**src/hdl/fifo_capture_pkg.sv**
```systemverilog
package fifo_capture_pkg;

    localparam int SAMPLE_W = 12;
    localparam int WORD_W   = 36;

    typedef logic [SAMPLE_W-1:0] sample_t;
    typedef logic [WORD_W-1:0]   word_t;        // oldest sample in the top 12 bits
    typedef logic [15:0]         count_t;
    typedef logic [14:0]         presample_t;
    typedef logic [12:0]         downsample_t;

    typedef enum logic [2:0] {
        IDLE,
        PRESAMP_FILLING,
        PRESAMP_FULL,
        TRIGGERED,
        DONE
    } capture_state_t;

    // bit positions in the error status
    localparam int ERR_DOWNSAMPLE = 5;
    localparam int ERR_CLIP       = 4;
    localparam int ERR_PRESAMP    = 3;
    localparam int ERR_FAST_OVF   = 2;
    localparam int ERR_SLOW_OVF   = 1;
    localparam int ERR_UNDERFLOW  = 0;

    typedef logic [5:0] err_vec_t;

endpackage

```
**src/hdl/sample_count_if.sv**
```systemverilog
`timescale 1ns/1ps

interface sample_count_if;

    logic clear_counts;         // arm pulse
    logic presamp_phase;
    logic triggered_phase;
    logic load_presamp;         // trigger taken from presample-full
    logic decim_tick;           // one sample kept out of downsample+1
    logic presamp_almost_full;
    logic limit_reached;
    logic triple_done;          // next triggered write closes a word

    modport fsm_mp (
        output clear_counts, presamp_phase, triggered_phase, load_presamp,
        input  decim_tick, presamp_almost_full, limit_reached, triple_done
    );

    modport cnt_mp (
        input  clear_counts, presamp_phase, triggered_phase, load_presamp,
        output decim_tick, presamp_almost_full, limit_reached, triple_done
    );

endinterface

```
**src/hdl/byte_unpacker.sv**
```systemverilog
`timescale 1ns/1ps

module byte_unpacker (
    input  logic                    adc_sampleclk,
    input  logic                    reset,
    input  logic                    clear_i,
    input  logic                    low_res_i,
    input  logic                    fifo_read_fifoen_i,
    input  fifo_capture_pkg::word_t slow_dout_i,
    input  logic                    slow_empty_i,
    output logic                    slow_rd_o,
    output logic [7:0]              fifo_read_data_o,
    output logic                    underflow_o
);

    logic [3:0] idx;
    logic [3:0] nib;                // low nibble of the first word of a pair
    logic       underflow_sticky;
    logic       wrap;

    assign wrap        = low_res_i ? (idx == 4'd2) : (idx == 4'd8);
    assign slow_rd_o   = fifo_read_fifoen_i &&
                         (low_res_i ? (idx == 4'd2) : (idx == 4'd3 || idx == 4'd8));
    assign underflow_o = fifo_read_fifoen_i && slow_empty_i;

    always_ff @(posedge adc_sampleclk) begin
        if (reset || clear_i) begin
            idx              <= 4'd0;
            underflow_sticky <= 1'b0;
        end else begin
            if (underflow_o)
                underflow_sticky <= 1'b1;
            if (fifo_read_fifoen_i)
                idx <= wrap ? 4'd0 : idx + 4'd1;
        end
    end

    always_ff @(posedge adc_sampleclk) begin
        if (fifo_read_fifoen_i && !low_res_i && (idx == 4'd3))
            nib <= slow_dout_i[3:0];
    end

    always_comb begin
        fifo_read_data_o = 8'h00;
        if (!underflow_sticky && !slow_empty_i) begin
            if (low_res_i) begin
                // upper 8 bits of each sample
                case (idx)
                    4'd0:    fifo_read_data_o = slow_dout_i[35:28];
                    4'd1:    fifo_read_data_o = slow_dout_i[23:16];
                    4'd2:    fifo_read_data_o = slow_dout_i[11:4];
                    default: fifo_read_data_o = 8'h00;
                endcase
            end else begin
                case (idx)
                    4'd0:    fifo_read_data_o = slow_dout_i[35:28];
                    4'd1:    fifo_read_data_o = slow_dout_i[27:20];
                    4'd2:    fifo_read_data_o = slow_dout_i[19:12];
                    4'd3:    fifo_read_data_o = slow_dout_i[11:4];
                    4'd4:    fifo_read_data_o = {nib, slow_dout_i[35:32]};   // straddles words
                    4'd5:    fifo_read_data_o = slow_dout_i[31:24];
                    4'd6:    fifo_read_data_o = slow_dout_i[23:16];
                    4'd7:    fifo_read_data_o = slow_dout_i[15:8];
                    4'd8:    fifo_read_data_o = slow_dout_i[7:0];
                    default: fifo_read_data_o = 8'h00;
                endcase
            end
        end
    end

    assert property (@(posedge adc_sampleclk) disable iff (reset) idx <= 4'd8);

endmodule

```
**src/hdl/capture_counters.sv**
```systemverilog
`timescale 1ns/1ps

module capture_counters (
    input  logic                          adc_sampleclk,
    input  logic                          reset,
    input  fifo_capture_pkg::presample_t  presample_i,
    input  fifo_capture_pkg::count_t      max_samples_i,
    input  fifo_capture_pkg::downsample_t downsample_i,
    input  logic                          fast_wr_i,
    sample_count_if.cnt_mp                cnt
);

    fifo_capture_pkg::downsample_t decim_cnt;
    fifo_capture_pkg::presample_t  presamp_cnt;
    fifo_capture_pkg::count_t      sample_cnt;
    logic [1:0]                    mod3_cnt;

    assign cnt.decim_tick = (decim_cnt == downsample_i);
    // same presample threshold as before: two short of the request
    assign cnt.presamp_almost_full = ({1'b0, presamp_cnt} + 16'd2) >= {1'b0, presample_i};
    assign cnt.limit_reached = (sample_cnt + 16'd1) >= max_samples_i;
    assign cnt.triple_done   = (mod3_cnt == 2'd2);

    always_ff @(posedge adc_sampleclk) begin
        if (reset) begin
            decim_cnt   <= '0;
            presamp_cnt <= '0;
            sample_cnt  <= '0;
            mod3_cnt    <= 2'd0;
        end else if (cnt.clear_counts) begin
            decim_cnt   <= '0;
            presamp_cnt <= '0;
            sample_cnt  <= '0;
            mod3_cnt    <= 2'(presample_i % 15'd3);    // presamples already in the fifo
        end else begin
            decim_cnt <= cnt.decim_tick ? '0 : decim_cnt + 1'b1;
            if (cnt.presamp_phase && fast_wr_i)
                presamp_cnt <= presamp_cnt + 1'b1;
            if (cnt.load_presamp) begin
                sample_cnt <= {1'b0, presample_i};  // limit counts from first presample
            end else if (cnt.triggered_phase && fast_wr_i) begin
                sample_cnt <= sample_cnt + 1'b1;
                mod3_cnt   <= (mod3_cnt == 2'd2) ? 2'd0 : mod3_cnt + 2'd1;
            end
        end
    end

    assert property (@(posedge adc_sampleclk) disable iff (reset) mod3_cnt < 2'd3);

endmodule

```
**src/hdl/capture_fsm.sv**
```systemverilog
`timescale 1ns/1ps

module capture_fsm (
    input  logic                          adc_sampleclk,
    input  logic                          reset,
    input  logic                          arm_i,
    input  logic                          adc_capture_go_i,
    input  fifo_capture_pkg::presample_t  presample_i,
    input  fifo_capture_pkg::downsample_t downsample_i,
    input  logic                          fast_empty_i,
    input  logic                          packer_idle_i,
    sample_count_if.fsm_mp                cnt,
    output logic                          fifo_clear_o,
    output logic                          write_phase_o,
    output logic                          drain_o,
    output logic                          pack_en_o,
    output logic                          adc_capture_stop_o,
    output logic                          presamp_err_o,
    output logic                          downsample_err_o
);

    fifo_capture_pkg::capture_state_t state;
    logic arm_r;
    logic arm_edge;
    logic armed;
    logic wr;

    assign arm_edge = arm_i && !arm_r;
    assign wr       = cnt.decim_tick && write_phase_o;    // matches fast_wr at the top

    assign write_phase_o = (state == fifo_capture_pkg::PRESAMP_FILLING) ||
                           (state == fifo_capture_pkg::PRESAMP_FULL) ||
                           (state == fifo_capture_pkg::TRIGGERED);
    assign pack_en_o     = (state == fifo_capture_pkg::TRIGGERED) ||
                           (state == fifo_capture_pkg::DONE);
    assign presamp_err_o = (state == fifo_capture_pkg::PRESAMP_FILLING) && adc_capture_go_i;

    assign cnt.clear_counts    = fifo_clear_o;
    assign cnt.presamp_phase   = (state == fifo_capture_pkg::PRESAMP_FILLING);
    assign cnt.triggered_phase = (state == fifo_capture_pkg::TRIGGERED);
    assign cnt.load_presamp    = (state == fifo_capture_pkg::PRESAMP_FULL) && adc_capture_go_i;

    always_ff @(posedge adc_sampleclk) begin
        if (reset) begin
            arm_r              <= 1'b0;
            fifo_clear_o       <= 1'b0;
            armed              <= 1'b0;
            state              <= fifo_capture_pkg::IDLE;
            drain_o            <= 1'b0;
            adc_capture_stop_o <= 1'b0;
            downsample_err_o   <= 1'b0;
        end else begin
            arm_r        <= arm_i;
            fifo_clear_o <= arm_edge;
            if (fifo_clear_o)
                armed <= 1'b1;                  // armed one cycle after the clear
            // drain the oldest sample one cycle after each full-window write
            drain_o <= (state == fifo_capture_pkg::PRESAMP_FULL) && wr && !adc_capture_go_i;
            if (arm_edge) begin
                state              <= fifo_capture_pkg::IDLE;
                drain_o            <= 1'b0;
                adc_capture_stop_o <= 1'b0;     // falls with fifo_clear
            end else begin
                case (state)
                    fifo_capture_pkg::IDLE: begin
                        downsample_err_o <= (downsample_i != '0) && (presample_i != '0);
                        if (armed && (presample_i != '0)) begin
                            armed <= 1'b0;
                            state <= fifo_capture_pkg::PRESAMP_FILLING;
                        end else if (armed && adc_capture_go_i) begin
                            armed <= 1'b0;
                            state <= fifo_capture_pkg::TRIGGERED;
                        end
                    end
                    fifo_capture_pkg::PRESAMP_FILLING: begin
                        if (adc_capture_go_i)
                            state <= fifo_capture_pkg::TRIGGERED;   // early trigger, flagged
                        else if (cnt.presamp_almost_full)
                            state <= fifo_capture_pkg::PRESAMP_FULL;
                    end
                    fifo_capture_pkg::PRESAMP_FULL: begin
                        if (adc_capture_go_i)
                            state <= fifo_capture_pkg::TRIGGERED;
                    end
                    fifo_capture_pkg::TRIGGERED: begin
                        if (wr && cnt.limit_reached && cnt.triple_done) begin
                            adc_capture_stop_o <= 1'b1;
                            state              <= fifo_capture_pkg::DONE;
                        end
                    end
                    fifo_capture_pkg::DONE: begin
                        if (fast_empty_i && packer_idle_i)
                            state <= fifo_capture_pkg::IDLE;
                    end
                    default: state <= fifo_capture_pkg::IDLE;
                endcase
            end
        end
    end

    // a registered drain must never spill past the presample window
    assert property (@(posedge adc_sampleclk) disable iff (reset)
        drain_o |-> (state == fifo_capture_pkg::PRESAMP_FULL));

endmodule

```
**src/hdl/fifo_capture_top.sv**
```systemverilog
`timescale 1ns/1ps

module fifo_capture_top #(
    parameter int FAST_DEPTH = 64,
    parameter int SLOW_DEPTH = 64
) (
    input  logic                          adc_sampleclk,
    input  logic                          reset,
    input  fifo_capture_pkg::sample_t     adc_datain_i,
    input  logic                          arm_i,
    input  logic                          adc_capture_go_i,
    input  fifo_capture_pkg::presample_t  presample_i,
    input  fifo_capture_pkg::count_t      max_samples_i,
    input  fifo_capture_pkg::downsample_t downsample_i,
    input  logic                          no_clip_errors_i,
    input  logic                          low_res_i,
    input  logic                          clear_fifo_errors_i,
    input  logic                          fifo_read_fifoen_i,
    output logic                          adc_capture_stop_o,
    output logic                          fifo_read_fifoempty_o,
    output logic [7:0]                    fifo_read_data_o,
    output logic                          error_flag_o,
    output fifo_capture_pkg::err_vec_t    error_stat_o
);

    logic fifo_clear, write_phase, drain, pack_en, presamp_err, downsample_err;
    logic fast_wr, fast_rd, fast_empty, fast_ovf, fast_unf;
    logic slow_wr, slow_rd, slow_full, slow_empty, slow_ovf, slow_unf;
    logic packer_idle, rd_unf, clip;
    fifo_capture_pkg::sample_t  fast_dout;
    fifo_capture_pkg::word_t    word, slow_dout;
    fifo_capture_pkg::err_vec_t err_vec;

    sample_count_if u_cnt_if ();

    assign fast_wr = u_cnt_if.decim_tick && write_phase;
    assign clip    = !no_clip_errors_i && fast_wr &&
                     ((adc_datain_i == '1) || (adc_datain_i == '0));   // rail hit
    assign fifo_read_fifoempty_o = slow_empty;

    capture_fsm u_capture_fsm (
        .adc_sampleclk, .reset, .arm_i, .adc_capture_go_i, .presample_i, .downsample_i,
        .fast_empty_i(fast_empty), .packer_idle_i(packer_idle), .cnt(u_cnt_if.fsm_mp),
        .fifo_clear_o(fifo_clear), .write_phase_o(write_phase), .drain_o(drain),
        .pack_en_o(pack_en), .adc_capture_stop_o, .presamp_err_o(presamp_err),
        .downsample_err_o(downsample_err)
    );

    capture_counters u_capture_counters (
        .adc_sampleclk, .reset, .presample_i, .max_samples_i, .downsample_i,
        .fast_wr_i(fast_wr), .cnt(u_cnt_if.cnt_mp)
    );

    sample_fifo #(.DATA_T(fifo_capture_pkg::sample_t), .DEPTH(FAST_DEPTH)) u_fast_fifo (
        .adc_sampleclk, .reset, .clear_i(fifo_clear), .wr_i(fast_wr), .din_i(adc_datain_i),
        .rd_i(fast_rd), .dout_o(fast_dout), .full_o(), .empty_o(fast_empty),
        .overflow_o(fast_ovf), .underflow_o(fast_unf)
    );

    word_packer u_word_packer (
        .adc_sampleclk, .reset, .clear_i(fifo_clear), .pack_en_i(pack_en), .drain_i(drain),
        .fast_dout_i(fast_dout), .fast_empty_i(fast_empty), .slow_full_i(slow_full),
        .fast_rd_o(fast_rd), .slow_wr_o(slow_wr), .word_o(word), .idle_o(packer_idle)
    );

    sample_fifo #(.DATA_T(fifo_capture_pkg::word_t), .DEPTH(SLOW_DEPTH)) u_slow_fifo (
        .adc_sampleclk, .reset, .clear_i(fifo_clear), .wr_i(slow_wr), .din_i(word),
        .rd_i(slow_rd), .dout_o(slow_dout), .full_o(slow_full), .empty_o(slow_empty),
        .overflow_o(slow_ovf), .underflow_o(slow_unf)
    );

    byte_unpacker u_byte_unpacker (
        .adc_sampleclk, .reset, .clear_i(fifo_clear), .low_res_i, .fifo_read_fifoen_i,
        .slow_dout_i(slow_dout), .slow_empty_i(slow_empty), .slow_rd_o(slow_rd),
        .fifo_read_data_o, .underflow_o(rd_unf)
    );

    always_comb begin
        err_vec = '0;
        err_vec[fifo_capture_pkg::ERR_DOWNSAMPLE] = downsample_err;
        err_vec[fifo_capture_pkg::ERR_CLIP]       = clip;
        err_vec[fifo_capture_pkg::ERR_PRESAMP]    = presamp_err;
        err_vec[fifo_capture_pkg::ERR_FAST_OVF]   = fast_ovf;
        err_vec[fifo_capture_pkg::ERR_SLOW_OVF]   = slow_ovf;
        err_vec[fifo_capture_pkg::ERR_UNDERFLOW]  = rd_unf || slow_unf || fast_unf;
    end

    // sticky status, cleared on arm or on request
    always_ff @(posedge adc_sampleclk) begin
        if (reset || fifo_clear || clear_fifo_errors_i) begin
            error_stat_o <= '0;
            error_flag_o <= 1'b0;
        end else if (err_vec != '0) begin
            error_stat_o <= error_stat_o | err_vec;
            error_flag_o <= 1'b1;
        end
    end

endmodule

```
**src/hdl/sample_fifo.sv**
```systemverilog
`timescale 1ns/1ps

module sample_fifo #(
    parameter type DATA_T = fifo_capture_pkg::sample_t,
    parameter int  DEPTH  = 64
) (
    input  logic  adc_sampleclk,
    input  logic  reset,
    input  logic  clear_i,
    input  logic  wr_i,
    input  DATA_T din_i,
    input  logic  rd_i,
    output DATA_T dout_o,
    output logic  full_o,
    output logic  empty_o,
    output logic  overflow_o,
    output logic  underflow_o
);

    localparam int PTR_W = $clog2(DEPTH);

    DATA_T            mem [DEPTH];
    logic [PTR_W-1:0] wr_ptr;
    logic [PTR_W-1:0] rd_ptr;
    logic [PTR_W:0]   count;
    logic             do_wr;
    logic             do_rd;

    function automatic logic [PTR_W-1:0] next_ptr(input logic [PTR_W-1:0] p);
        return (p == PTR_W'(DEPTH - 1)) ? '0 : p + 1'b1;
    endfunction

    assign full_o  = (count == (PTR_W + 1)'(DEPTH));
    assign empty_o = (count == '0);
    assign do_wr   = wr_i && !full_o;
    assign do_rd   = rd_i && !empty_o;
    assign dout_o  = mem[rd_ptr];       // show-ahead

    always_ff @(posedge adc_sampleclk) begin
        if (do_wr)
            mem[wr_ptr] <= din_i;
    end

    always_ff @(posedge adc_sampleclk) begin
        if (reset || clear_i) begin
            wr_ptr      <= '0;
            rd_ptr      <= '0;
            count       <= '0;
            overflow_o  <= 1'b0;
            underflow_o <= 1'b0;
        end else begin
            overflow_o  <= wr_i && full_o;      // dropped write
            underflow_o <= rd_i && empty_o;
            if (do_wr)
                wr_ptr <= next_ptr(wr_ptr);
            if (do_rd)
                rd_ptr <= next_ptr(rd_ptr);
            if (do_wr && !do_rd)
                count <= count + 1'b1;
            else if (do_rd && !do_wr)
                count <= count - 1'b1;
        end
    end

    assert property (@(posedge adc_sampleclk) disable iff (reset)
        count <= (PTR_W + 1)'(DEPTH));

endmodule

```
**src/hdl/word_packer.sv**
```systemverilog
`timescale 1ns/1ps

module word_packer (
    input  logic                      adc_sampleclk,
    input  logic                      reset,
    input  logic                      clear_i,
    input  logic                      pack_en_i,
    input  logic                      drain_i,
    input  fifo_capture_pkg::sample_t fast_dout_i,
    input  logic                      fast_empty_i,
    input  logic                      slow_full_i,
    output logic                      fast_rd_o,
    output logic                      slow_wr_o,
    output fifo_capture_pkg::word_t   word_o,
    output logic                      idle_o
);

    localparam int KEEP_W = fifo_capture_pkg::WORD_W - fifo_capture_pkg::SAMPLE_W;

    logic [1:0] phase;
    logic       pack_rd;

    assign pack_rd   = pack_en_i && !fast_empty_i && !slow_full_i;
    assign fast_rd_o = drain_i || pack_rd;      // drained samples are simply dropped
    assign idle_o    = (phase == 2'd0);

    always_ff @(posedge adc_sampleclk) begin
        if (reset || clear_i) begin
            phase     <= 2'd0;
            slow_wr_o <= 1'b0;
        end else begin
            slow_wr_o <= pack_rd && (phase == 2'd2);    // word complete next cycle
            if (pack_rd)
                phase <= (phase == 2'd2) ? 2'd0 : phase + 2'd1;
        end
    end

    // oldest sample ends up in the top bits
    always_ff @(posedge adc_sampleclk) begin
        if (pack_rd)
            word_o <= {word_o[KEEP_W-1:0], fast_dout_i};
    end

endmodule

```
**config.mk**
```make
export PLATFORM = sky130hd
export DESIGN_NAME = fifo_capture_top
export DESIGN_NICKNAME = d
export VERILOG_FILES = /design/src/hdl/fifo_capture_pkg.sv /design/src/hdl/sample_count_if.sv /design/src/hdl/byte_unpacker.sv /design/src/hdl/capture_counters.sv /design/src/hdl/capture_fsm.sv /design/src/hdl/fifo_capture_top.sv /design/src/hdl/sample_fifo.sv /design/src/hdl/word_packer.sv
export SDC_FILE = /design/constraint.sdc
export NUM_CORES = 2
export LEC_CHECK = 0
export BUFFER_PORTS_ARGS = -buffer_cell sky130_fd_sc_hd__buf_4
export CAP_MARGIN = 0
export CORE_MARGIN = 1
export CORE_UTILIZATION = 57
export DETAILED_ROUTE_END_ITERATION = 7
export GPL_ROUTABILITY_DRIVEN = 1
export PLACE_DENSITY_LB_ADDON = 0.1
export SYNTH_ARGS = -nofsm -noshare
export SYNTH_HDL_FRONTEND = slang
export SYNTH_SLANG_ARGS = --single-unit
```
**constraint.sdc**
```tcl
create_clock -name adc_sampleclk -period 4.13 [get_ports adc_sampleclk]
set_input_delay 0.2065 -clock adc_sampleclk [delete_from_list [all_inputs] [get_ports adc_sampleclk]]
set_output_delay 0.2065 -clock adc_sampleclk [all_outputs]
set_load 0.1 [all_outputs]
```
==> results.json <==
{
  "status": "finished with violations",
  "violations": "negative setup slack",
  "hp-class": "primary input to register",
  "postRouteAntennaNets": 0,
  "cts_buffer_depth": 4,
  "ctsRootBufferMaster": "clkbuf_16",
  "synth_top_family_by_area": "multiplexers",
  "worstSetupStartpointType": "register",
  "p_sw_mw": 12.7,
  "criticalPathCategory": "register to output pin",
  "core_mm2": 0.220,
  "avgSynthCellArea_um2": 22.3,
  "synth_fp_nets": 5795,
  "die_area_mm2": 0.224,
  "p_leak_nw": 45.6,
  "maxSlewViolCount": 0,
  "max_freq_ghz": 0.204,
  "drc": 0,
  "rows": 172,
  "top_usage_layer": "met2",
  "setup_viol": 8,
  "gp_congestion": 0.870,
  "syn2layout_area_growth_pct": 16.5,
  "synth_area_mm2": 0.126,
  "worst_ep_arrival_time_ns": 4.69,
  "clock_latency_ns": 0.95,
  "grt_pass1_wl_mm": 460,
  "netlist-cell-type-count": 93,
  "critPathBufInv": 4,
  "internal_power_mw": 53.3,
  "power_mw": 66.0,
  "final_cells": 9564,
  "grt_pass1_vias": 62700,
  "synth_warnings": 0,
  "crit_path_frequent_cell": "buf_12",
  "async_flop_share_pct": 0,
  "sw_frac_of_total_pct": 19.3,
  "synthAdderAreaFrac_pct": 0.596,
  "met1_usage_pct": 41.7,
  "grt_overflow": 0,
  "ys_ff_latch": 3230,
  "use_met3_pct": 4.40,
  "cts_sinks": 3230,
  "start_util_pct": 57.4,
  "synth-edff-count": 3112,
  "pwr-share-seq_pct": 53.8,
  "synth_xor_xnor_area_share_pct": 0.652,
  "dieWidth_um": 473,
  "grt_usage_pct": 29.3,
  "drt_wl_total_mm": 324,
  "dr_total_vias": 63000,
  "grt_max_degree": 67,
  "final_net_count": 6478,
  "cts_buffers": 337,
  "cts_tree": "built",
  "hpwl_mm": 184,
  "muxShareOfSynthArea_pct": 17.9,
  "dp_cells": 8875,
  "crit_family": "multiplexers",
  "layout_min_cycle_time_ns": 4.90,
  "peakVddDrop_mv": 0.458,
  "drt-pass1-iter-count": 6,
  "regToRegSetupSlack_ns": 0.30,
  "layout_common_cells": "edfxtp_1, mux4_2, buf_4, clkbuf_16, nor2_1",
  "critPathRequiredTime_ns": 3.92,
  "ios": 81,
  "clk_pin_slew_worst_paths_ns": 0.06,
  "rsz0062_at_grt": "true",
  "num-fill-cells": 14000,
  "finalHoldViolCount": 0,
  "worstSetupEndpointType": "output pin",
  "cp_slowest_stage_delay_ns": 0.55,
  "synthCells": 5672,
  "fin_ws_ns": -0.766,
  "via_per_inst": 6.59,
  "drive_gt1_share_pct": 33.3,
  "p_comb_share_pct": 1.1,
  "htreeDepth": 5,
  "crit_slowest_cell": "mux4_2",
  "first_iter_violations": 8547,
  "maxCapViolCount": 0,
  "clockPowerShare_pct": 45.1,
  "antenna_found_initial": 14,
  "seq_area_frac_synth_pct": 75.8,
  "portBuffers": 80,
  "wl_per_cell_um": 33.9,
  "crit_chain": "buf_12, buf_12, buf_12, mux4_2, mux4_2, mux4_2, a32oi_1, nand4_1, a21oi_1, o21ai_1, a21oi_2, nor2_2, buf_12",
  "tightestPinTransition_ns": 1.10,
  "finClkSkew_ns": 0.0430,
  "die_h_um": 473,
  "fin_crit_sh_pct": 119,
  "final_common_cell": "edfxtp_1",
  "p_per_area_mw_per_mm2": 448,
  "synthFlopType": "edfxtp_1",
  "synthSimpleGateAreaFrac_pct": 2.35,
  "cp_max_fo": 8,
  "met2_usage_pct": 47.5,
  "slew_headroom_pct": 26.5,
  "synth-compound-area-share_pct": 1.57
}
cell usage after synthesis (13+ instances only):
master | count | share of area (%)
nor2_1 | 271 | 0.81
a21oi_1 | 92 | 0.36
a22oi_1 | 19 | 0.11
nand2_1 | 122 | 0.36
mux2i_1 | 36 | 0.29
nand4_1 | 20 | 0.099
nor4_1 | 17 | 0.084
nor2b_1 | 30 | 0.15
buf_1 | 105 | 0.31
a21o_1 | 25 | 0.15
inv_1 | 49 | 0.15
buf_2 | 19 | 0.075
edfxtp_1 | 3112 | 74
o21ai_0 | 32 | 0.13
nor3_1 | 25 | 0.099
a211oi_1 | 28 | 0.17
mux4_2 | 986 | 18
nand3_1 | 41 | 0.16
dfxtp_1 | 118 | 1.9
xnor2_1 | 42 | 0.29
ha_1 | 57 | 0.56
and3_1 | 13 | 0.064
clkbuf_1 | 167 | 0.50
xor2_1 | 52 | 0.36
layer usage:
layer | part of all wire [%] | wire length (um) | up-vias
met5 | 0 | 0 | -
met4 | 3.2 | 10400 | 0
met1 | 39 | 127000 | 33900
met2 | 49 | 160000 | 3139
met3 | 8.1 | 26400 | 580
li1 | - | - | 25400
worst register-to-register path, delay by kind of cell (launching register included):
family	cells	cell delay (ns)
XOR/XNOR	1	0.09
buffers and inverters	3	0.49
flip-flops	1	0.36
adder cells (fa/ha/maj)	2	0.51
AND/OR/NAND/NOR	5	1.45
AO/OA/AOI/OAI	6	0.87
what timing repair did:
| item | in CTS | in global routing |
|---|---|---|
| setup endpoints to repair | 8 | 9 |
| buffers inserted | 34 | 12 |
| endpoints found under the hold margin | 825 | 0 |
| gates cloned | 9 | 3 |
| pin swaps | 10 | 11 |
| hold buffers | 42 | 0 |
| resized for setup | 61 | 40 |
cell families (layout without fill, tap and decap cells):
logic type / count (synthesis) / after routing
AO/OA/AOI/OAI: 288 / 288
multiplexers: 1029 / 1029
adder cells (fa/ha/maj): 59 / 59
other: 0 / 3
flip-flops: 3230 / 3230
AND/OR/NAND/NOR: 626 / 626
buffers and inverters: 346 / 1277
XOR/XNOR: 94 / 94
state kept, by name (all words and copies together), names as in the netlist, 2 cells and up, named ones only:
register                        flops
u_fast_fifo.rd_ptr                  6
u_fast_fifo.mem                   768
u_capture_counters.mod3_cnt         2
u_fast_fifo.wr_ptr                  6
u_slow_fifo.count                   7
u_word_packer.phase                 2
u_slow_fifo.wr_ptr                  6
u_byte_unpacker.idx                 4
u_capture_counters.decim_cnt       13
error_stat_o                        6
u_slow_fifo.rd_ptr                  6
u_capture_counters.presamp_cnt     15
u_slow_fifo.mem                  2304
u_capture_counters.sample_cnt      16
u_capture_fsm.state                 3
u_fast_fifo.count                   7
u_word_packer.word_o               36
u_byte_unpacker.nib                 4
worst paths after layout:
path	from	end	depth (start not counted)
setup / recovery	register	fifo_read_data_o[1]	13
hold / removal	max_samples_i[15]	u_capture_fsm.adc_capture_stop_o	7
setup reg to reg	u_byte_unpacker.idx[3]	u_slow_fifo.count[6]	17
hold reg to reg	u_capture_fsm.arm_r	u_capture_fsm.cnt.clear_counts	1
through the flow:
stage / utilization, % / TNS (ns) / hold WS, ns / setup WS, ns / instance area [um^2]
floorplan: - / -0.0321 / 0.286 / -0.0321 / 126000
global placement: 61.3 / -0.343 / 0.395 / -0.111 / 135000
detailed placement: 61.3 / -0.379 / 0.402 / -0.170 / 135000
CTS: 66.8 / -5.79 / 0.00726 / -0.800 / 147000
global route: 66.9 / -6.29 / 0.0777 / -0.824 / 147000
finish: 66.9 / -5.50 / 0.0581 / -0.766 / 147000
layout make-up:
type                    count  area [um^2]  share of cell area, %
flip-flops and latches   3230        95800                   65.1
multi-input cells        2096        29900                   20.3
clock buffers             418         8970                   6.09
repair buffers            640         6830                   4.64
well taps                2958         3700                   2.52
clock inverters           169         1750                   1.19
inverters                  50          188                  0.128
diodes                      3         7.51                0.00510
power by group through the flow:
stage,sequential [mW],clock [mW],combinational (mW)
floorplan,36.2,0,0.309
global placement,36.2,0,0.620
detailed placement,36.2,0,0.642
CTS,35.5,30.1,0.684
global route,35.5,31.3,0.746
finish,35.5,29.8,0.695
No activity file was read; power rests on OpenSTA's default activity.
